### src/verilog/mipsPkg.sv
package mipsPkg;

   // Datapath words and instruction words
   typedef logic [31:0] word_t;
   typedef logic [31:0] instr_t;

   // Register number and decode fields
   typedef logic [4:0] regAddr_t;
   typedef logic [5:0] opcode_t;
   typedef logic [5:0] funct_t;

   // ALU operation select and forwarding select
   typedef logic [3:0] aluCtl_t;
   typedef logic [1:0] fwdSel_t;

   // Major opcodes, MIPS encoding
   parameter opcode_t opR    = 6'd0;
   parameter opcode_t opLw   = 6'd35;
   parameter opcode_t opSw   = 6'd43;
   parameter opcode_t opBeq  = 6'd4;
   parameter opcode_t opAddi = 6'd8;

   // R-type function codes
   parameter funct_t fnAdd = 6'd32;
   parameter funct_t fnSub = 6'd34;
   parameter funct_t fnAnd = 6'd36;
   parameter funct_t fnOr  = 6'd37;
   parameter funct_t fnSlt = 6'd42;

   // ALU control codes
   parameter aluCtl_t aluAnd = 4'd0;
   parameter aluCtl_t aluOr  = 4'd1;
   parameter aluCtl_t aluAdd = 4'd2;
   parameter aluCtl_t aluSub = 4'd6;
   parameter aluCtl_t aluSlt = 4'd7;

   // Operand source for EX
   parameter fwdSel_t fwdNone = 2'd0;
   parameter fwdSel_t fwdWb   = 2'd1;
   parameter fwdSel_t fwdMem  = 2'd2;

   // Low bit of rs, rt and rd in the instruction
   parameter int rsLsb = 21;
   parameter int rtLsb = 16;
   parameter int rdLsb = 11;

endpackage

### src/verilog/fetchStage.sv
`timescale 1ns/1ns
module fetchStage #(
   parameter int imemWords = 64
) (
   input  logic            Clk,
   input  logic            arstN,
   input  logic            run,
   input  logic            stall,
   input  logic            flush,
   input  logic            branchTaken,
   input  mipsPkg::word_t  branchTarget,
   input  logic            progWe,
   input  mipsPkg::word_t  progAddr,
   input  mipsPkg::instr_t progData,
   output mipsPkg::instr_t idInstr,
   output mipsPkg::word_t  idPcPlus4
);
   localparam int addrBits = $clog2(imemWords);

   mipsPkg::word_t  pc;
   mipsPkg::word_t  pcPlus4;
   mipsPkg::instr_t fetchInstr;
   mipsPkg::instr_t imem [imemWords];
   logic [imemWords-1:0] wordLoaded;
   logic [addrBits-1:0]  progIdx;
   logic [addrBits-1:0]  pcIdx;

   assign progIdx = progAddr[addrBits-1:0];
   // Byte PC, word-indexed memory
   assign pcIdx   = pc[addrBits+1:2];
   assign pcPlus4 = pc + 32'd4;

   // Program load port, one word per strobe
   always_ff @(posedge Clk) begin
      if (progWe) begin
         imem[progIdx] <= progData;
      end
   end

   // Words never written read back as zero
   always_ff @(posedge Clk or negedge arstN) begin
      if (!arstN) begin
         wordLoaded <= '0;
      end else if (progWe) begin
         wordLoaded[progIdx] <= 1'b1;
      end
   end

   assign fetchInstr = wordLoaded[pcIdx] ? imem[pcIdx] : '0;

   // Taken branch wins over a load-use hold
   always_ff @(posedge Clk or negedge arstN) begin
      if (!arstN) begin
         pc <= '0;
      end else if (!run) begin
         pc <= '0;
      end else if (branchTaken) begin
         pc <= branchTarget;
      end else if (!stall) begin
         pc <= pcPlus4;
      end
   end

   // IF/ID, bubble while idle or squashed
   always_ff @(posedge Clk or negedge arstN) begin
      if (!arstN) begin
         idInstr   <= '0;
         idPcPlus4 <= '0;
      end else if (!run || flush) begin
         idInstr   <= '0;
         idPcPlus4 <= '0;
      end else if (!stall) begin
         idInstr   <= fetchInstr;
         idPcPlus4 <= pcPlus4;
      end
   end

endmodule

### config.mk
export PLATFORM = sky130hd
export DESIGN_NAME = fetchStage
export DESIGN_NICKNAME = d
export VERILOG_FILES = /design/src/verilog/mipsPkg.sv /design/src/verilog/fetchStage.sv
export SDC_FILE = /design/constraint.sdc
export NUM_CORES = 2
export LEC_CHECK = 0
export BUFFER_PORTS_ARGS = -buffer_cell sky130_fd_sc_hd__buf_2
export CAP_MARGIN = 15
export CORE_ASPECT_RATIO = 0.75
export CORE_MARGIN = 3
export CORE_UTILIZATION = 55
export CTS_CLUSTER_DIAMETER = 200
export DETAILED_ROUTE_END_ITERATION = 8
export MAX_ROUTING_LAYER = met4
export PLACE_DENSITY_LB_ADDON = 0.08
export REMOVE_ABC_BUFFERS = 1
export SKIP_LAST_GASP = 1
export SYNTH_ARGS = -nofsm -noshare
export SYNTH_HDL_FRONTEND = slang
export SYNTH_SLANG_ARGS = --single-unit
export TNS_END_PERCENT = 30
### constraint.sdc
create_clock -name Clk -period 6.9 [get_ports Clk]
set_input_delay 1.035 -clock Clk [delete_from_list [all_inputs] [get_ports Clk]]
set_output_delay 1.035 -clock Clk [all_outputs]
set_load 0.02 [all_outputs]
After elaboration in Yosys (flattened, before gate mapping)

Memories as Yosys holds them, arrays and structs flattened.
Index checks and enable logic that the tools add are counted.

Magnitude comparators: 3
Multipliers: 0
Equality and inequality tests: 2
Mux-type cells: 13
Reduce and logical (&&, ||, !) cells: 3
Add/sub/neg operators: 1
Bitwise logic cells: 1
Divide/modulo/power cells: 0
Shifts and indexed selects: 0

Operator list:

| kind                  | number |
|---|---|
| $mux 32               | 7 |
| $or 64x64->64         | 1 |
| $add 32x3->32 const B | 1 |
| $lt 6x7->1 const B    | 2 |
| $bmux 1 s6            | 1 |
| $demux 1 s6           | 1 |
| $ge 6x1->1 const B    | 1 |
| $mux 1                | 4 |
| $ne 3x2->1 const B    | 1 |
| $ne 2x1->1 const B    | 1 |
| $logic_and 1x1->1     | 1 |
| $logic_not 1->1       | 1 |
| $logic_or 1x1->1      | 1 |

Flip-flop bits (word level): 160
Memory bits (writable): 2,048
Memories kept: 1
Word-level logic and storage cells: 28
Output and inout bits: 64
Bits of input ports: 103
Bits in read-only memories: 0
Bits in latches: 0

Memory list:

| memory | depth | width | rd ports | clocked after memory_dff | wr ports | RTL line         | source |
|---|---|---|---|---|---|---|---|
| imem   | 64    | 32    | 1        | 0                        | 1        | fetchStage.sv:23 | `mipsPkg::instr_t imem [imemWords];` |

Depth between registers and ports, before layout

Depth after elaboration: 5
Mapped depth: 12
Gate-level depth less buffers: 8

Worst setup path after synthesis

Ideal clock, no wire load.

Path kind: input-to-reg
Start point: input port progAddr[3]
End point: memory imem[48][0] (netlist bit) (enable)
Path slack: 2.515 ns
Setup time: 0.462 ns
Required time: 6.438 ns
Arrival time: 3.923 ns
Buffers on the path: 1
Stages: 4
Cell sequence: clkbuf_1 nand4b_1 or2_2 nor3_1

RTL lines:

| item               | RTL line         | source |
|---|---|---|
| start: declaration | fetchStage.sv:13 | `input mipsPkg::word_t progAddr,` |
| end: declaration   | fetchStage.sv:23 |  |

No word-level cell before the write port.

Worst setup path in the final report

Start point: register pc[4]
End point: register idInstr[15]

Cells in the longest elaborated chain, start to end: 5
Elaborated cells on any way between the ends: 6
Classes of those cells: mux (5); memory (1)

RTL lines:

| item                         | RTL line         | source |
|---|---|---|
| start: declaration           | fetchStage.sv:20 | `mipsPkg::word_t pc;` |
| start signal: assignment     | fetchStage.sv:58 | `pc <= branchTarget;` |
| start signal: assignment     | fetchStage.sv:60 | `pc <= pcPlus4;` |
| $bmux 1 s6                   | fetchStage.sv:49 | `assign fetchInstr = wordLoaded[pcIdx] ? imem[pcIdx] : '0;` |
| $mux 1 (not written as such) | fetchStage.sv:49 |  |
| $mux 32 *                    | fetchStage.sv:49 |  |
| $mux 32 *                    | fetchStage.sv:72 | `end else if (!stall) begin` |
| $mux 32 *                    | fetchStage.sv:69 | `end else if (!run \|\| flush) begin` |
| end signal: assignment       | fetchStage.sv:73 | `idInstr <= fetchInstr;` |
| end: declaration             | fetchStage.sv:15 | `output mipsPkg::instr_t idInstr,` |

Mark *: on every way between the ends. The rest lies on a longest branch, timed or not. The select of a mux whose other input is x is not followed.
A chain may end at the register's enable or synchronous reset.

==> summary.txt <==
DR pass1 iterations = 5
Initial Util = 0.5577
Number of max-cap violations = 0
TritonCTS Buffers = 201
FF-to-FF Start = pc[4]
Via density = 6.603
WL per Instance = 35.30 µm
Drt drc = 0
# H-tree levels = 4
Fin. Hold Viols = 0
R2R setup slack = 2510 ps
Drt total wl = 234.2 mm
Area growth from synthesis to layout = 11.87%
Synth unique cells = 59
Post-CTS setup buffers = 0
Startpoint Class = flop
Clock tree root buffer cell = clkbuf_16
Bufs on Longest Clock Path = 3
Final Util = 0.6239
Clk_skew = 24.61 ps
Largest area contributor in the netlist = edfxtp_1
Worst-Margin Slew = 1179 ps
Initial antenna violation count = 19
I/O Buffers = 140
Remaining antenna violation count after routing = 0
Layout cell share with drive strength beyond 1 = 0.2674
Worst VDD drop = 0.2820 mV
Multi-input logic area = 0.01933 mm²
I/O pins = 167
Pwr Density = 286.0 mW/mm²
Unrepaired setup endpoints after global routing = false
Critical path endpoint category = flop
Max_slew headroom = 0.2137
Vias = 43798
Crit path to = idInstr[15]
Die Width = 461.7 µm
Fill cell count = 10599
R2r worst-path depth = 9
Reg clk slew, reported paths = 60 ps
Largest cells by area after synthesis = edfxtp_1, mux4_2, dfrtp_1
Dpl cells = 6236
Worst-path fanout max = 31
GRT Util Overall = 0.3044
DIE AREA = 0.1606 mm²
Hpwl dp = 131.1 mm
EDFF count, synth = 2048
FF/Latch Area = 0.06552 mm²
Area share of the largest cell type after synthesis = 0.7179
Leak = 30.71 nW
DIE HEIGHT = 347.8 µm
Main synth FF type = edfxtp_1
Max Fclk = 0.2277 GHz
Synth Register Bits = 2208
Final period util = 0.6365
Sink Count = 2208
TritonCTS clock tree = built
Clock Latency Late Sink = 840 ps
Fin cells = 6633
Worst path required time = 7640 ps
Largest net degree at the start of global routing = 100
Critical path type = reg -> reg
Final Max Tran Viols = 0
FP Rows = 124
Core area = 0.1536 mm²
Yosys warns = 0
Post-CTS Resized = 0
Net count reported at finish = 4536
Synth Instances = 4165
Final Setup Violations = 0
Syn avg cell area = 20.57 µm²
Worst EP arrival = 5130 ps
Status = complete, no violations
Vias in the first global route = 42572
DR iter-0 viols = 6072
CP Launch Point = pc[4]
Gpl congestion = 0.8227
Post-synthesis sequential area ratio = 0.7647
Netlist Area Pre-Place = 0.08566 mm²
RR Endpoint = idInstr[15]
Hold-fix buffers, CTS = 0
Final min period = 4392 ps
Grt ovf = 0
Ys async rst share = 0.07246
First-pass GRT wire length = 330.0 mm
Hold crit path type = in -> async
-- layer usage --
layer,up-vias,global-route usage,part of all wire
met5,-,-,0
met4,0,0.08405,0.026
met3,308,0.05069,0.10
met2,2397,0.4363,0.46
met1,23357,0.4599,0.41
li1,17736,-,-
-- layout make-up --
class,instances,area share
Tap cell,2016,0.02632
Clock inverter,106,0.008787
Multi-Input combinational cell,1712,0.2017
Antenna cell,13,0.0003395
Clock buffer,269,0.05590
Sequential cell,2208,0.6838
Timing Repair Buffer,302,0.02282
Inverter,7,0.0003264
-- metrics by stage --
stage	hold slack, ps	TNS, ps	power [mW]	setup slack [ps]	cell area, µm²
after floorplan	430.8	-1469070	16.83	-18560	84350
after global placement	443.8	0	16.96	2516	89420
after detailed placement	446.3	0	16.99	2477	89420
after CTS	286.2	0	27.52	2437	95620
after global routing	305.7	0	28.18	2099	95800
final	251.0	0	27.41	2508	95830
-- critical path, stage by stage, from the launching register on --
cell,delay [ps]
dfrtp_4,800
buf_4,370
inv_6,240
nor2_4,690
buf_4,530
a22o_1,270
a221oi_1,80
o22ai_1,830
nor3_1,140
o21ai_0,190
-- sequential cells by signal, indices dropped and copies added, names as in the netlist --
register and flops:
idInstr 32, wordLoaded 64, idPcPlus4 32, imem 2048, pc 32
-- worst min-delay path by stage --
stage                        start  slack, ps  depth (start not counted)        endpoint
floorplan           wordLoaded[18]        430                          1  wordLoaded[18]
global placement    wordLoaded[18]        440                          1  wordLoaded[18]
detailed placement  wordLoaded[39]        450                          1  wordLoaded[39]
CTS                          arstN        290                          1   idPcPlus4[17]
global route                 arstN        310                          1   idPcPlus4[20]
finish                       arstN        250                          1   idPcPlus4[17]
-- where the power goes --
group / leakage, nW / total (mW) / internal (mW) / switching [mW]
logic: 7.15 / 1.81 / 0.688 / 1.12
registers: 20.5 / 14.9 / 14.8 / 0.107
clock network: 3.04 / 10.7 / 5.81 / 4.88
-- Yosys cell counts, types with 22 or more instances --
cell / n
and2_1: 34
a211oi_1: 47
clkbuf_1: 90
nor2_1: 143
o22ai_1: 36
mux2i_1: 169
edfxtp_1: 2048
a21oi_1: 80
a221oi_1: 45
buf_2: 63
xnor2_1: 37
o21ai_0: 93
nand2_1: 165
buf_4: 47
a22oi_1: 37
nor2b_1: 22
mux2_2: 27
nand3_1: 38
or2_2: 67
dfrtp_1: 160
mux4_2: 478
-- cell families (layout without fill, tap and decap cells) --
kind of cell | after synthesis | after routing | share of synthesized area
DFF | 2208 | 2208 | 0.7647
muxes | 674 | 674 | 0.1490
and+or+nand+nor | 547 | 547 | 0.03040
AOI/OAI and AO/OA | 433 | 433 | 0.03441
buffers and inverters | 245 | 684 | 0.01556
xor gates and xnor gates | 57 | 57 | 0.005828
adders and majority gates | 1 | 1 | 0.0001460
other | 0 | 13 | 0
-- cells in the final DEF (no fill, tap or decap), types with 12 or more instances in the layout --
master	n
o211ai_1	12
mux2_2	27
nand3_1	38
clkbuf_16	202
mux2i_1	169
buf_2	139
o22ai_1	36
mux4_2	478
a211oi_1	47
or2_2	67
and2_1	33
a221oi_1	45
a22o_1	19
clkinv_1	40
buf_4	141
a21oi_1	80
clkbuf_1	62
diode_2	13
nand2_1	165
dfrtp_1	154
nor2_4	66
nor2_1	77
xnor2_1	37
nor2b_1	22
nand4_1	21
nor3_1	17
nand2b_1	18
edfxtp_1	2048
a22oi_1	37
buf_12	19
o21ai_0	92
xor2_1	20
clkinv_2	40
No activity file was read; power rests on OpenSTA's default activity.
