$ cat config.mk
export PLATFORM = sky130hd
export DESIGN_NAME = decodeStage
export DESIGN_NICKNAME = d
export VERILOG_FILES = /design/src/verilog/mipsPkg.sv /design/src/verilog/decodeStage.sv
export SDC_FILE = /design/constraint.sdc
export NUM_CORES = 2
export LEC_CHECK = 0
export BUFFER_PORTS_ARGS = -buffer_cell sky130_fd_sc_hd__buf_2
export CORE_MARGIN = 2
export CORE_UTILIZATION = 45
export DETAILED_ROUTE_END_ITERATION = 10
export SLEW_MARGIN = 40
export SYNTH_ARGS = -nofsm -noshare
export SYNTH_HDL_FRONTEND = slang
export SYNTH_SLANG_ARGS = --single-unit
$ cat constraint.sdc
create_clock -name Clk -period 3 [get_ports Clk]
set_input_delay 0.75 -clock Clk [delete_from_list [all_inputs] [get_ports Clk]]
set_output_delay 0.75 -clock Clk [all_outputs]
set_load 0.1 [all_outputs]
$ cat src/verilog/mipsPkg.sv
package mipsPkg;

   // Datapath words and instruction words
   typedef logic [31:0] word_t;
   typedef logic [31:0] instr_t;

   // Register number and decode fields
   typedef logic [4:0] regAddr_t;
   typedef logic [5:0] opcode_t;
   typedef logic [5:0] funct_t;

   // ALU operation select and forwarding select
   typedef logic [3:0] aluCtl_t;
   typedef logic [1:0] fwdSel_t;

   // Major opcodes, MIPS encoding
   parameter opcode_t opR    = 6'd0;
   parameter opcode_t opLw   = 6'd35;
   parameter opcode_t opSw   = 6'd43;
   parameter opcode_t opBeq  = 6'd4;
   parameter opcode_t opAddi = 6'd8;

   // R-type function codes
   parameter funct_t fnAdd = 6'd32;
   parameter funct_t fnSub = 6'd34;
   parameter funct_t fnAnd = 6'd36;
   parameter funct_t fnOr  = 6'd37;
   parameter funct_t fnSlt = 6'd42;

   // ALU control codes
   parameter aluCtl_t aluAnd = 4'd0;
   parameter aluCtl_t aluOr  = 4'd1;
   parameter aluCtl_t aluAdd = 4'd2;
   parameter aluCtl_t aluSub = 4'd6;
   parameter aluCtl_t aluSlt = 4'd7;

   // Operand source for EX
   parameter fwdSel_t fwdNone = 2'd0;
   parameter fwdSel_t fwdWb   = 2'd1;
   parameter fwdSel_t fwdMem  = 2'd2;

   // Low bit of rs, rt and rd in the instruction
   parameter int rsLsb = 21;
   parameter int rtLsb = 16;
   parameter int rdLsb = 11;

endpackage

$ cat src/verilog/decodeStage.sv
`timescale 1ns/1ns
module decodeStage (
   input  logic             Clk,
   input  logic             arstN,
   input  mipsPkg::instr_t  idInstr,
   input  mipsPkg::word_t   idPcPlus4,
   input  logic             stall,
   input  logic             flush,
   input  logic             wbValid,
   input  mipsPkg::regAddr_t wbReg,
   input  mipsPkg::word_t   wbData,
   output logic             exRegWrite,
   output logic             exMemToReg,
   output logic             exMemRead,
   output logic             exMemWrite,
   output logic             exBranch,
   output logic             exAluSrc,
   output logic             exRegDst,
   output logic [1:0]       exAluOp,
   output mipsPkg::word_t   exRs1Data,
   output mipsPkg::word_t   exRs2Data,
   output mipsPkg::word_t   exImm,
   output mipsPkg::word_t   exPcPlus4,
   output mipsPkg::instr_t  exInstr
);
   mipsPkg::opcode_t  opcode;
   mipsPkg::regAddr_t rs;
   mipsPkg::regAddr_t rt;
   mipsPkg::word_t    regs [32];
   mipsPkg::word_t    rs1Data;
   mipsPkg::word_t    rs2Data;
   mipsPkg::word_t    imm;
   logic regWrite, memToReg, memRead, memWrite, branch, aluSrc, regDst;
   logic [1:0] aluOp;
   logic bubble;

   assign opcode = idInstr[31:26];
   assign rs     = idInstr[mipsPkg::rsLsb +: 5];
   assign rt     = idInstr[mipsPkg::rtLsb +: 5];
   assign imm    = {{16{idInstr[15]}}, idInstr[15:0]};
   assign bubble = stall || flush;

   // Main control
   // aluOp 00 add, 01 subtract for beq, 10 by funct
   always_comb begin
      {regWrite, memToReg, memRead, memWrite} = 4'b0000;
      {branch, aluSrc, regDst} = 3'b000;
      aluOp = 2'b00;
      case (opcode)
         mipsPkg::opR: begin
            regWrite = 1'b1;
            regDst   = 1'b1;
            aluOp    = 2'b10;
         end
         mipsPkg::opLw: begin
            regWrite = 1'b1;
            memToReg = 1'b1;
            memRead  = 1'b1;
            aluSrc   = 1'b1;
         end
         mipsPkg::opSw: begin
            memWrite = 1'b1;
            aluSrc   = 1'b1;
         end
         mipsPkg::opBeq: begin
            branch = 1'b1;
            aluOp  = 2'b01;
         end
         mipsPkg::opAddi: begin
            regWrite = 1'b1;
            aluSrc   = 1'b1;
         end
         default: ;
      endcase
   end

   // Register file, written by WB at the clock edge
   // wbValid never set for r0, so r0 stays zero
   always_ff @(posedge Clk or negedge arstN) begin
      if (!arstN) begin
         for (int i = 0; i < 32; i++) begin
            regs[i] <= '0;
         end
      end else if (wbValid) begin
         regs[wbReg] <= wbData;
      end
   end

   // Same-cycle write shows up on the read side
   assign rs1Data = (wbValid && wbReg == rs) ? wbData : regs[rs];
   assign rs2Data = (wbValid && wbReg == rt) ? wbData : regs[rt];

   // ID/EX, stall or flush turns the slot into a bubble
   always_ff @(posedge Clk or negedge arstN) begin
      if (!arstN) begin
         {exRegWrite, exMemToReg, exMemRead, exMemWrite} <= 4'b0000;
         {exBranch, exAluSrc, exRegDst} <= 3'b000;
         exAluOp   <= 2'b00;
         exRs1Data <= '0;
         exRs2Data <= '0;
         exImm     <= '0;
         exPcPlus4 <= '0;
         exInstr   <= '0;
      end else begin
         if (bubble) begin
            {exRegWrite, exMemToReg, exMemRead, exMemWrite} <= 4'b0000;
            {exBranch, exAluSrc, exRegDst} <= 3'b000;
            exAluOp <= 2'b00;
         end else begin
            {exRegWrite, exMemToReg, exMemRead, exMemWrite} <=
               {regWrite, memToReg, memRead, memWrite};
            {exBranch, exAluSrc, exRegDst} <= {branch, aluSrc, regDst};
            exAluOp <= aluOp;
         end
         exRs1Data <= rs1Data;
         exRs2Data <= rs2Data;
         exImm     <= imm;
         exPcPlus4 <= idPcPlus4;
         exInstr   <= idInstr;
      end
   end

endmodule

After elaboration in Yosys (flattened, before gate mapping)

Cells that the tools add are included.

Reduce and logical (&&, ||, !) cells: 7
Bitwise operators: 3
Mux-type cells: 25
Magnitude comparators: 4
Eq/ne operators: 6

Operator list:

| kind                                                        | number |
|---|---|
| bitwise mux 1024 bit                                        | 1 |
| binary-select mux 32 bit (select 5 bit)                     | 2 |
| two-way mux 32 bit                                          | 7 |
| demux 32 bit (select 5 bit)                                 | 1 |
| greater-or-equal comparator 6 bit (second input constant)   | 3 |
| inverter 5 -> 6 bit                                         | 3 |
| equality test 6 bit (second input constant)                 | 2 |
| two-way mux 1 bit                                           | 12 |
| equality test 5 bit                                         | 2 |
| equality test 6 x 3 -> 1 bit (second input constant)        | 1 |
| equality test 6 x 4 -> 1 bit (second input constant)        | 1 |
| logical NOT 6 bit                                           | 1 |
| less-than comparator 6 x 1 -> 1 bit (second input constant) | 1 |
| OR reduction 3 bit                                          | 2 |
| case mux 2 bit (2 select lines)                             | 1 |
| logical AND 1 bit                                           | 3 |
| two-way mux 2 bit                                           | 1 |
| logical OR 1 bit                                            | 1 |

Output and inout port bits: 169
Register bits after elaboration: 1176
Bits of input ports: 106
Logic and storage cells: 89

Depth between registers and ports, before layout

Word-level depth: 6
Mapped depth: 11
Gate-level depth less buffers: 5

Worst setup path after synthesis

No wires, ideal clock.

Path kind: input -> register
Start: input port idInstr[16]
End: register exRs2Data[10]
Buffers on the path: 3
Data required time: 2.858 ns
Arrival time: 2.377 ns
Setup slack: 0.481 ns
Library setup time: 0.142 ns
Stages on the path: 8
Cells stage by stage: buf_6 buf_12 buf_2 mux4_2 nor2b_1 nor3_1 a2111oi_0 a211oi_1

Longest elaborated chain between the ends: 5

Ends and longest elaborated chain:

| element                                               | RTL line           | RTL |
|---|---|---|
| from (decl)                                           | decodeStage.sv:5   | `input mipsPkg::instr_t idInstr,` |
| inverter 5 -> 6 bit (not written as such)             | decodeStage.sv:91  | `assign rs2Data = (wbValid && wbReg == rt) ? wbData : regs[rt];` |
| binary-select mux 32 bit (select 5 bit)               | decodeStage.sv:91  |  |
| two-way mux 32 bit (not written as such) (2 in a row) | decodeStage.sv:91  |  |
| two-way mux 32 bit (*)                                | decodeStage.sv:91  |  |
| named net rs2Data[10]                                 | decodeStage.sv:31  | `mipsPkg::word_t rs2Data;` |
| to (signal assigned)                                  | decodeStage.sv:116 | `exRs2Data <= rs2Data;` |
| to (decl)                                             | decodeStage.sv:21  | `output mipsPkg::word_t exRs2Data,` |

The timed path passes the listed nets; every way through them passes the cells marked *. The select of a mux whose other input is x is not followed.
A chain may end at the register's enable or synchronous reset.

Worst setup path after layout

Start: register exRs1Data[11]
End: output port exRs1Data[11]

RTL lines:

| element                | RTL line           | RTL |
|---|---|---|
| from (decl)            | decodeStage.sv:20  | `output mipsPkg::word_t exRs1Data,` |
| from (signal assigned) | decodeStage.sv:115 | `exRs1Data <= rs1Data;` |

No word-level cell between the ends.

==> impl_metrics.yaml <==
run_status:
  status: "finished, final reports clean"
global_routing:
  grt_max_degree: 93
  gr-total-overflow: 0
  grt_pass1_vias: 40800
  gr-usage-all-layers_pct: 30.5
  grt_pass1_wl_um: 299000
  antenna_found_initial: 15
critical_path:
  critPathMaxStageDelay_ns: 0.62
  reg2reg_setup_slack_ns: 1.06
  critPathBufInv: 1
  required_ns: 2.25
  reg2regPathDepth: 4
  path_max_fanout: 1
  crit_slowest_cell: "dfrtp_1"
  cp.arrival_ns: 1.94
  start_kind: "register"
  path_class: "register to output port"
  cp_cell_sequence: "buf_2"
  endpoint_kind: "output port"
  worstReg2RegStart: "regs[304]"
  r2r-end: "exRs1Data[16]"
  critical_path.top_delay_family: "flip-flops"
pwr:
  p_int_mw: 33.7
  swShare_pct: 29.4
  ir_worst_vdd_mv: 0.633
  power_density_nw_per_um2: 689
  switching_power_mw: 14.0
  power.share.clock_pct: 35.3
  p_comb_share_pct: 21.3
  p_leak_nw: 30.8
  power_frac_seq_pct: 43.4
  p_total_mw: 47.7
place:
  dp_cells: 6112
  gp_congestion: 0.855
  io_buffers: 274
  hpwlAfterDp_um: 129000
  place_area_um2: 64700
detailed_routing:
  via_per_inst: 6.42
  finalWirelength_um: 208000
  ant_nets: 0
  drt-wirelength-per-cell_um: 32.7
  dr.first_iter.drc_count: 3997
  via_count: 40900
  route.detailed.drc: 0
  dr.pass1.iters: 5
synth:
  synth.cell_area_um2: 59400
  ys_ff_latch: 1160
  synth-async-reset-ratio_pct: 100
  avgSynthCellArea_um2: 14.0
  ys_types: 53
  synth.top_cell.area_share_pct: 48.9
  yosys_warnings: 0
  synth_seq_area_share_pct: 48.9
  dominantRegCellSynth: "dfrtp_1"
  synthTopCellsByArea: "dfrtp_1, mux2_2, mux4_2"
  netlist_instances: 4248
  netlist.top_cell.by_area: "dfrtp_1"
  syn_nets: 4354
  synth_edf_count: 0
sta:
  rsz0062_at_grt: "false"
  final-max-slew-violation-count: 0
  clock.fmax_mhz: 371
  tightest_slew_ns: 0.804
  finalCriticalPeriod_ns: 2.69
  fin_skew_ns: 0.0193
  min_period_over_period_pct: 89.8
  hold_viol_final: 0
  setup_tns_ns: 0
  slew_headroom_pct: 46.3
  setup_viol: 0
min_path:
  worstHoldStart: "idInstr[9]"
  hold_depth: 1
  hold_path_end: "exInstr[9]"
  hold_path.class: "primary input to register"
floorplan:
  die_area_um2: 135000
  initial_core_util_pct: 45.3
  ioPinCount: 275
  die_y_um: 367
  coreArea_um2: 131000
  die_w_um: 367
  placementRows: 133
job:
  maxCapViolCount: 0
cts:
  root_buffer: "clkbuf_16"
  ctsLongestPathBuffers: 3
  clock_latency_ns: 0.79
  clk_pin_slew_ns: 0.06
  cts_resized: 0
  clock_sinks: 1160
  cts-hold-fix-buffers: 1
  cts_tree: "built"
  htree_levels: 4
  cts_buffers: 137
  cts_setup_buffers: 0
finish:
  design_area_um2: 69300
  final_cells: 6363
  fin_nets: 4603
  area_delta_synth_final_pct: 16.7
  fin_util_pct: 52.8
  drive_gt1_share_pct: 57.2
==> power groups by stage <==
stage          Clock [mW]  Sequential (mW)  Combinational, mW
2_1_floorplan           0             21.3               6.59
3_3_place_gp            0             20.8               9.97
3_5_place_dp            0             20.8               10.1
4_1_cts              17.1             20.6               10.2
5_1_grt              17.8             21.0               10.8
6_report             16.8             20.7               10.2
==> cell type report <==
type / count / area, µm²
well taps: 1755 / 2200
clock inverters: 34 / 429
inverters: 2 / 7.51
clock buffers: 208 / 4110
multi-input cells: 2630 / 28400
flip-flops and latches: 1160 / 29000
diodes: 8 / 20.0
fillers: 11100 / 61800
repair buffers: 566 / 5060
==> cell usage after synthesis (3+ instances only) <==
| library cell | number |
|---|---|
| mux2_2 | 1567 |
| dfrtp_1 | 1160 |
| o22ai_1 | 316 |
| mux4_2 | 227 |
| clkbuf_1 | 200 |
| buf_2 | 140 |
| buf_1 | 64 |
| nand2_1 | 63 |
| nor3_1 | 58 |
| mux2i_1 | 52 |
| nor2_1 | 50 |
| buf_4 | 41 |
| or4_1 | 32 |
| nor2b_1 | 29 |
| a21oi_1 | 28 |
| nor4_1 | 26 |
| a211oi_1 | 24 |
| a22o_1 | 23 |
| a2111oi_0 | 21 |
| a22oi_1 | 16 |
| nand3b_1 | 10 |
| buf_6 | 9 |
| nand3_1 | 9 |
| o211ai_1 | 9 |
| o311ai_0 | 9 |
| o41ai_1 | 9 |
| xor2_1 | 8 |
| nor3b_1 | 7 |
| and3_1 | 3 |
| mux4_1 | 3 |
| nand2b_1 | 3 |
| or2_2 | 3 |
| or3_1 | 3 |
==> registers in the layout (all words and copies together), names as in the netlist <==
register,cells
regs,1024
exInstr,32
exPcPlus4,32
exRs1Data,32
exRs2Data,32
exAluOp,2
exAluSrc,1
exBranch,1
exMemRead,1
exMemWrite,1
exRegDst,1
exRegWrite,1
==> worst max path at each step <==
stage                             start             to  slack, ns  depth (start not counted)
after floorplan             idInstr[16]  exRs2Data[10]       0.48                          8
after global placement      idInstr[16]  exRs2Data[11]       0.11                          8
after detailed placement    idInstr[16]  exRs2Data[17]       0.03                          8
after CTS                 exRs1Data[11]  exRs1Data[11]       0.27                          1
after global routing      exRs1Data[11]  exRs1Data[11]       0.28                          1
final                     exRs1Data[11]  exRs1Data[11]       0.31                          1
==> layer usage <==
metal	wire [µm]	part of all wire, %	GRT usage, %
met1	89900	43	43.7
met2	93200	45	45.9
met3	17700	8.5	6.93
met4	7230	3.5	10.4
met5	38	0.018	0
==> per-stage QoR <==
stage          setup slack [ns]  hold WS [ns]
2_1_floorplan             0.481         0.454
3_3_place_gp              0.109         0.500
3_5_place_dp             0.0324         0.508
4_1_cts                   0.266       0.00775
5_1_grt                   0.284        0.0270
6_report                  0.306        0.0589
==> cell usage in the layout, fill, tap and decap left out, types with 8 or more instances in the layout <==
cell and count:
a2111oi_0 21, a211oi_1 24, a21oi_1 28, a22o_1 23, a22oi_1 16, buf_12 115
buf_2 266, buf_4 179, clkbuf_1 30, clkbuf_16 137, clkbuf_8 42, clkinv_2 13
dfrtp_1 1160, diode_2 8, mux2_2 1567, mux2i_1 52, mux4_2 227, nand2_1 41
nand2_2 22, nand3b_1 10, nor2_1 34, nor2_4 16, nor2b_1 29, nor3_1 58
nor4_1 26, o211ai_1 9, o22ai_1 316, o311ai_0 9, o41ai_1 9, or4_1 32
xor2_1 8
==> cells by family after synthesis <==
logic type	count (synthesis)	synth area share, %
muxes	1849	39.4
xor gates and xnor gates	10	0.148
and+or+nand+nor	308	2.79
buffers and inverters	458	3.59
DFF	1160	48.9
AOI/OAI and AO/OA	463	5.21
Power figures use the tool's default switching activity.
