File: config.mk
export PLATFORM = sky130hd
export DESIGN_NAME = executeStage
export DESIGN_NICKNAME = d
export VERILOG_FILES = /design/src/verilog/mipsPkg.sv /design/src/verilog/executeStage.sv
export SDC_FILE = /design/constraint.sdc
export NUM_CORES = 1
export LEC_CHECK = 0
export ABC_AREA = 1
export ABC_CLOCK_PERIOD_IN_PS = 4400
export BUFFER_PORTS_ARGS = -buffer_cell sky130_fd_sc_hd__buf_4
export CAP_MARGIN = 10
export CORE_ASPECT_RATIO = 0.6
export CORE_UTILIZATION = 45
export CTS_CLUSTER_DIAMETER = 150
export DETAILED_ROUTE_END_ITERATION = 6
export PLACE_DENSITY = 0.77
export SLEW_MARGIN = 20
export SYNTH_ARGS = -nofsm -noshare
export SYNTH_HDL_FRONTEND = slang
export SYNTH_SLANG_ARGS = --single-unit
File: constraint.sdc
create_clock -name Clk -period 4.4 [get_ports Clk]
set_clock_uncertainty 0.1 [all_clocks]
set_input_delay 0.22 -clock Clk [delete_from_list [all_inputs] [get_ports Clk]]
set_output_delay 0.22 -clock Clk [all_outputs]
set_load 0.01 [all_outputs]
File: src/verilog/mipsPkg.sv
package mipsPkg;

   // Datapath words and instruction words
   typedef logic [31:0] word_t;
   typedef logic [31:0] instr_t;

   // Register number and decode fields
   typedef logic [4:0] regAddr_t;
   typedef logic [5:0] opcode_t;
   typedef logic [5:0] funct_t;

   // ALU operation select and forwarding select
   typedef logic [3:0] aluCtl_t;
   typedef logic [1:0] fwdSel_t;

   // Major opcodes, MIPS encoding
   parameter opcode_t opR    = 6'd0;
   parameter opcode_t opLw   = 6'd35;
   parameter opcode_t opSw   = 6'd43;
   parameter opcode_t opBeq  = 6'd4;
   parameter opcode_t opAddi = 6'd8;

   // R-type function codes
   parameter funct_t fnAdd = 6'd32;
   parameter funct_t fnSub = 6'd34;
   parameter funct_t fnAnd = 6'd36;
   parameter funct_t fnOr  = 6'd37;
   parameter funct_t fnSlt = 6'd42;

   // ALU control codes
   parameter aluCtl_t aluAnd = 4'd0;
   parameter aluCtl_t aluOr  = 4'd1;
   parameter aluCtl_t aluAdd = 4'd2;
   parameter aluCtl_t aluSub = 4'd6;
   parameter aluCtl_t aluSlt = 4'd7;

   // Operand source for EX
   parameter fwdSel_t fwdNone = 2'd0;
   parameter fwdSel_t fwdWb   = 2'd1;
   parameter fwdSel_t fwdMem  = 2'd2;

   // Low bit of rs, rt and rd in the instruction
   parameter int rsLsb = 21;
   parameter int rtLsb = 16;
   parameter int rdLsb = 11;

endpackage

File: src/verilog/executeStage.sv
`timescale 1ns/1ns
module executeStage (
   input  logic              Clk,
   input  logic              arstN,
   input  logic              exRegWrite,
   input  logic              exMemToReg,
   input  logic              exMemRead,
   input  logic              exMemWrite,
   input  logic              exBranch,
   input  logic              exAluSrc,
   input  logic              exRegDst,
   input  logic [1:0]        exAluOp,
   input  mipsPkg::word_t    exRs1Data,
   input  mipsPkg::word_t    exRs2Data,
   input  mipsPkg::word_t    exImm,
   input  mipsPkg::word_t    exPcPlus4,
   input  mipsPkg::instr_t   exInstr,
   input  mipsPkg::fwdSel_t  fwdA,
   input  mipsPkg::fwdSel_t  fwdB,
   input  mipsPkg::word_t    wbData,
   output logic              branchTaken,
   output mipsPkg::word_t    branchTarget,
   output logic              memRegWrite,
   output logic              memMemToReg,
   output logic              memMemRead,
   output logic              memMemWrite,
   output mipsPkg::word_t    memAluResult,
   output mipsPkg::word_t    memStoreData,
   output mipsPkg::regAddr_t memDest
);
   mipsPkg::word_t    opA;
   mipsPkg::word_t    opB;
   mipsPkg::word_t    aluB;
   mipsPkg::word_t    aluResult;
   mipsPkg::aluCtl_t  aluCtl;
   mipsPkg::funct_t   funct;
   mipsPkg::regAddr_t dest;
   logic zero;

   // Operand source picked by the hazard unit
   // EX/MEM result comes from this stage's own register
   function automatic mipsPkg::word_t fwdMux(input mipsPkg::fwdSel_t sel,
                                             input mipsPkg::word_t regVal);
      case (sel)
         mipsPkg::fwdMem: return memAluResult;
         mipsPkg::fwdWb:  return wbData;
         default:         return regVal;
      endcase
   endfunction

   always_comb begin
      opA = fwdMux(fwdA, exRs1Data);
      opB = fwdMux(fwdB, exRs2Data);
   end

   assign aluB  = exAluSrc ? exImm : opB;
   assign funct = exInstr[5:0];

   // ALU control
   always_comb begin
      case (exAluOp)
         2'b00: aluCtl = mipsPkg::aluAdd;
         2'b01: aluCtl = mipsPkg::aluSub;
         default: begin
            case (funct)
               mipsPkg::fnSub: aluCtl = mipsPkg::aluSub;
               mipsPkg::fnAnd: aluCtl = mipsPkg::aluAnd;
               mipsPkg::fnOr:  aluCtl = mipsPkg::aluOr;
               mipsPkg::fnSlt: aluCtl = mipsPkg::aluSlt;
               // add, and funct 0 of an empty word
               default:        aluCtl = mipsPkg::aluAdd;
            endcase
         end
      endcase
   end

   always_comb begin
      case (aluCtl)
         mipsPkg::aluAnd: aluResult = opA & aluB;
         mipsPkg::aluOr:  aluResult = opA | aluB;
         mipsPkg::aluSub: aluResult = opA - aluB;
         mipsPkg::aluSlt: aluResult = {31'd0, $signed(opA) < $signed(aluB)};
         default:         aluResult = opA + aluB;
      endcase
   end

   assign zero = (aluResult == '0);

   // Branch resolved here, offset counts words
   assign branchTaken  = exBranch && zero;
   assign branchTarget = exPcPlus4 + {exImm[29:0], 2'b00};

   // rd for R-type, rt otherwise
   assign dest = exRegDst ? exInstr[mipsPkg::rdLsb +: 5] : exInstr[mipsPkg::rtLsb +: 5];

   // EX/MEM
   always_ff @(posedge Clk or negedge arstN) begin
      if (!arstN) begin
         {memRegWrite, memMemToReg, memMemRead, memMemWrite} <= 4'b0000;
         memAluResult <= '0;
         memStoreData <= '0;
         memDest      <= '0;
      end else begin
         {memRegWrite, memMemToReg, memMemRead, memMemWrite} <=
            {exRegWrite, exMemToReg, exMemRead, exMemWrite};
         memAluResult <= aluResult;
         // Store data after forwarding
         memStoreData <= opB;
         memDest      <= dest;
      end
   end

endmodule

# After elaboration in Yosys (flattened, before gate mapping)
# Index checks and enable logic that the tools add are counted.
totals:
  regBits: 73
  latchBits: 0
  mem_bits_rw: 0
  mem_bits_ro: 0
  in_bits: 207
  output_inout_bits: 106
  wordCells: 36
  memories: 0
op_classes:
  addsub: 3
  n_mul: 0
  div: 0
  order_cmp: 1
  eq_ne: 12
  shift: 0
  muxes: 7
  n_bitwise: 2
  n_reduce_logical: 4
op_table:
  columns: ["op", "n"]
  rows:
  - ["case mux 32 bit (2 select lines)", 2]
  - ["case mux 32 bit (4 select lines)", 1]
  - ["adder 32 bit", 2]
  - ["bitwise AND 32 bit", 1]
  - ["logical NOT 32 bit", 1]
  - ["less-than comparator 32 bit", 1]
  - ["2-to-1 mux 32 bit", 1]
  - ["OR 32 bit", 1]
  - ["subtractor 32 bit", 1]
  - ["equality test 6 bit (second input constant)", 4]
  - ["case mux 3 bit (4 select lines)", 1]
  - ["equality test 4 x 3 -> 1 bit (second input constant)", 2]
  - ["equality test 2 x 1 -> 1 bit (second input constant)", 3]
  - ["case mux 3 bit (2 select lines)", 1]
  - ["2-to-1 mux 5 bit", 1]
  - ["equality test 2 bit (second input constant)", 2]
  - ["equality test 4 x 1 -> 1 bit (second input constant)", 1]
  - ["logical NOT 4 bit", 1]
  - ["logical NOT 2 bit", 1]
  - ["logical AND 1 bit", 1]

# Longest topological paths before layout
depth:
  depth_word: 7
  ltp_mapped: 27
  depth_no_buf: 25

# Least setup slack after synthesis
# OpenSTA, ideal clock, no wires.
synth_timing:
  path_type: "input port to output port"
  from: "in fwdB[0]"
  to: "out branchTaken"
  arrival_ns: 3.391
  t_required_ns: 4.080
  slack_ns: 0.689
  stages: 26
  n_path_buf: 2
  cell_sequence: "inv_1 > ha_1 > clkbuf_1 > inv_1 > clkbuf_1 > o21ai_0 > o21ai_1 > ha_1 > inv_1 > fa_1 > nand3b_1 > nand2_1 > nand2_1 > nand2_1 > nand2_1 > nand2_1 > nand3_1 > nand2_1 > nand2_1 > nand2_1 > nor2_1 > nor2_2 > nand2_1 > nor2_1 > nand3_1 > nor2_1"
synth_via:
  elab_chain_len: 7
  word_cells_on_any_way: 12
  cone_classes: "add/sub (2); order compare (1); eq/ne (2); mux (3); bitwise (2); reduce/logical (2)"
synth_rtl:
  columns: ["element", "line_no", "source"]
  rows:
  - ["start, declared", "executeStage.sv:19", "input mipsPkg::fwdSel_t fwdB,"]
  - ["equality test 2 x 1 -> 1 bit or equality test 2 bit (tied branches)", "executeStage.sv:44", "case (sel)"]
  - ["case mux 32 bit (2 select lines) (*)", "executeStage.sv:44", null]
  - ["2-to-1 mux 32 bit (*)", "executeStage.sv:56", "assign aluB = exAluSrc ? exImm : opB;"]
  - ["adder 32 bit (tied with other cells)", "executeStage.sv:83", "default: aluResult = opA + aluB;"]
  - ["case mux 32 bit (4 select lines) (*)", "executeStage.sv:78", "case (aluCtl)"]
  - ["logical NOT 32 bit (*)", "executeStage.sv:87", "assign zero = (aluResult == '0);"]
  - ["logical AND 1 bit (*)", "executeStage.sv:90", "assign branchTaken = exBranch && zero;"]
  - ["end, declared", "executeStage.sv:21", "output logic branchTaken,"]
# Mark *: on every way between the ends. The rest lies on a longest branch, timed or not.

# Final worst setup path
# Ends and elaborated chain as after synthesis.

==> implementation parameters <==
Parameter                              Value

Run status
  Status    finished, violations left
  Violations in the final reports    design-rule violations

Clock network
  Clock Pin Slew Worst Setup and Hold Paths    0.06 ns
  Clock latency on the worst-skew pair    0.37 ns
  Clock sink count    73
  Clock Tree Root    clkbuf_16
  CTS tree    yes
  Number of CTS-inserted buffers    9
  Maximum level of the CTS H-tree    3
  Largest buffer count on any clock path    2

Timing
  Minimum setup slack in the final design    0.0505 ns
  Clock period minus worst slack    4.35 ns
  Slew of the pin with the lowest slew margin    1.16 ns
  Fmax    0.230 GHz
  Final setup viols    0
  Worst rel slew slack    22.1%
  Final Max Tran Viols    0
  Final hold violations    0
  Final clock period utilization by the worst path    98.9%

Routing
  Post-detailed-route via-to-cell ratio    5.74
  Antenna violation net count after detailed routing    0
  Number of iterations in the first detailed-routing pass    7
  Detailed-route DRC error count    22
  Overall via count from detail_route    14800
  Number of DRC violations after detailed-routing iteration 0    1961
  Routed WL    52.7 mm
  Routed wire length per instance    20.4 um

Yosys
  Portion of the post-synthesis area used by sequential elements    16.2%
  Most common cell in the synthesized netlist    nand2_1
  Net count after synthesis    2177
  Mean cell area of the mapped netlist    6.15 um^2
  Portion of synthesized cell area occupied by the leading cell type    16.2%
  Share of flip-flops with an asynchronous set or reset    100%
  Prevailing post-synth register cell    dfrtp_1
  Number of synthesized flops with an enable pin    0
  Number of flip-flops and latches in the synthesized netlist    73
  Top cell type by total area after synthesis    dfrtp_1
  Mapped cell area    0.0113 mm^2
  Warnings from Yosys    0
  Post-synthesis instance total    1838
  Distinct cell type count of the synthesized netlist    45
  Synth area leaders    dfrtp_1, nand2_1, ha_1
  Commonest cells in the netlist    nand2_1, inv_1, nand3_1

Critical path
  Kind of cell with the highest combined delay on the critical path    simple AND/OR/NAND/NOR gates
  Endpoint kind of the worst setup timing path    primary output
  Element type at the critical path start    input port
  Required time worst endpoint    4.08 ns
  Data arrival time of the critical path    4.03 ns
  Crit Path Category    in -> out
  Delay of the slowest critical-path stage    0.33 ns
  Worst path bufs/invs    6
  Slowest CP cell    ha_1
  CP max FO    16

Placed design
  Weighted congestion reported at the end of routability-driven placement    1.07
  Number of buffers inserted by port buffering    292
  Placed Cells    2537
  Setup slack at placement    -0.0257 ns
  Half-perimeter wire length of the detailed placement result    42.7 mm

Die
  Initial standard-cell utilization of the core    46.3%
  Number of rows in the core area    44
  Core region area    0.0244 mm^2
  Die area    0.0258 mm^2
  Number of placed I/O pins    313
  Chip width    207 um
  Vertical die dimension    125 um

Run
  Max-Cap Viols    0

GRT
  Vias in the first global route    13500
  Antenna violations before repair    0
  Maximum number of pins on one net before global-route repair    44
  Global Route Usage Sum    39.1%
  Wire length of the first global-routing pass    76.5 mm
  Remaining Overflow, GRT    0

Final layout
  Post-layout utilization of the core    63.8%
  Syn-to-layout area delta    37.8%
  Area used by multi-input combinational logic    0.00817 mm^2
  Ant. Diodes    0
  Storage cell area    0.00183 mm^2
  Ratio of cells with drive above 1 in the final layout    26.0%
  Finished Layout Cells    2577
  Fill cell count    2294
  Nets    2589

Min path
  Min-Delay Path Class    in -> reg

Power
  Maximum VDD drop    348 uV
  Total power density per cell area    368 mW/mm^2
  Total chip power    5.74 mW
  Leakage component of the power    8.38 nW
[layout make-up]
type | instances | area share [%]
Clock inverter | 6 | 0.578
Timing Repair Buffer | 470 | 23.5
Sequential cell | 73 | 11.7
Clock buffer | 10 | 1.53
Multi-Input combinational cell | 1379 | 52.4
Inverter | 317 | 7.66
Tap cell | 322 | 2.58
[kinds of logic after synthesis]
family	synth area share [%]
and+or+nand+nor	31.7
buffers and inverters	13.8
AOI/OAI and AO/OA	20.7
adders and majority gates	14.8
DFF	16.2
xor gates and xnor gates	2.32
muxes	0.498
[registers in the layout, indices dropped and copies added (netlist names)]
signal	cells
memAluResult	32
memDest	5
memMemRead	1
memMemToReg	1
memMemWrite	1
memRegWrite	1
memStoreData	32
[metal layers]
| metal | global-route usage [%] | wire length, um |
|---|---|---|
| met5 | 0 | 0 |
| met1 | 54.4 | 22700 |
| met3 | 8.56 | 5960 |
| met2 | 59.5 | 22400 |
| met4 | 11.9 | 1630 |
[cells in the final DEF (no fill, tap or decap), types with 5 or more instances in the layout]
cell type and instances:
nand2_2 16, nor3_1 19, buf_4 446, a31oi_1 8, o21bai_1 12, a21oi_1 107
buf_12 5, dfrtp_1 73, xnor2_1 10, nand3_1 160, a221o_1 62, ha_4 7
dlygate4sd3_1 17, inv_1 298, o21a_1 6, nand2_1 420, inv_2 18, or2_2 5
xor2_1 20, o21ai_0 121, nand3b_1 6, mux2_2 5, nor2_2 19, ha_2 16
o21ai_1 41, nand4_1 30, ha_1 106, clkbuf_16 11, nand3_2 7, a21oi_2 7
nor2_1 131, o21ai_2 6
[path summary, 6_finish.rpt]
| kind | start | to | slack, ns | cells past startpoint |
|---|---|---|---|---|
| max | fwdB[0] | branchTaken | 0.05 | 25 |
| min | exRs2Data[21] | memStoreData[21] | 0.007 | 3 |
| max reg2reg | memAluResult[0] | memAluResult[26] | 1.07 | 19 |
| min reg2reg | memAluResult[31] | memStoreData[31] | 0.54 | 2 |
| max in group asynchronous | arstN | memStoreData[21] | 2.97 | 3 |
| min in group asynchronous | arstN | memStoreData[0] | 0.27 | 2 |
[worst reg2reg max path: stages (launching register included)]
cell	delay [ns]
dfrtp_1	0.42
a221o_1	0.16
o21ai_1	0.09
o21ai_2	0.20
ha_2	0.21
inv_1	0.07
fa_2	0.40
nand3b_1	0.20
nand2_2	0.12
nand2_1	0.09
nand2_2	0.10
nand2_1	0.08
nand2_1	0.10
buf_4	0.14
nand4_1	0.19
buf_4	0.21
nand3_1	0.07
nand3_1	0.08
nand3b_1	0.15
buf_4	0.12
[per-stage QoR]
stage	hold WS (ns)	area, um^2	TNS (ns)
2_1_floorplan	-0.176	11300	0
5_1_grt	0.0204	15600	-0.0549
3_5_place_dp	0.123	14700	-0.0257
3_3_place_gp	0.112	14700	0
4_1_cts	0.00224	15200	0
6_report	0.00683	15600	0
[timing repair]
item,CTS,global route
buffers inserted,0,5
gates cloned,0,2
hold endpoints to repair,49,1
hold buffers,16,1
endpoints found under the setup margin,1,1
pin swaps,1,20
resized for setup,1,87
[power by group]
part,leakage (nW),switching [mW],internal [mW]
Sequential,0.865,0.142,0.828
Combinational,7.36,2.29,1.63
Clock,0.159,0.333,0.514
Total,8.38,2.77,2.97
(Power assumes the default switching activity.)
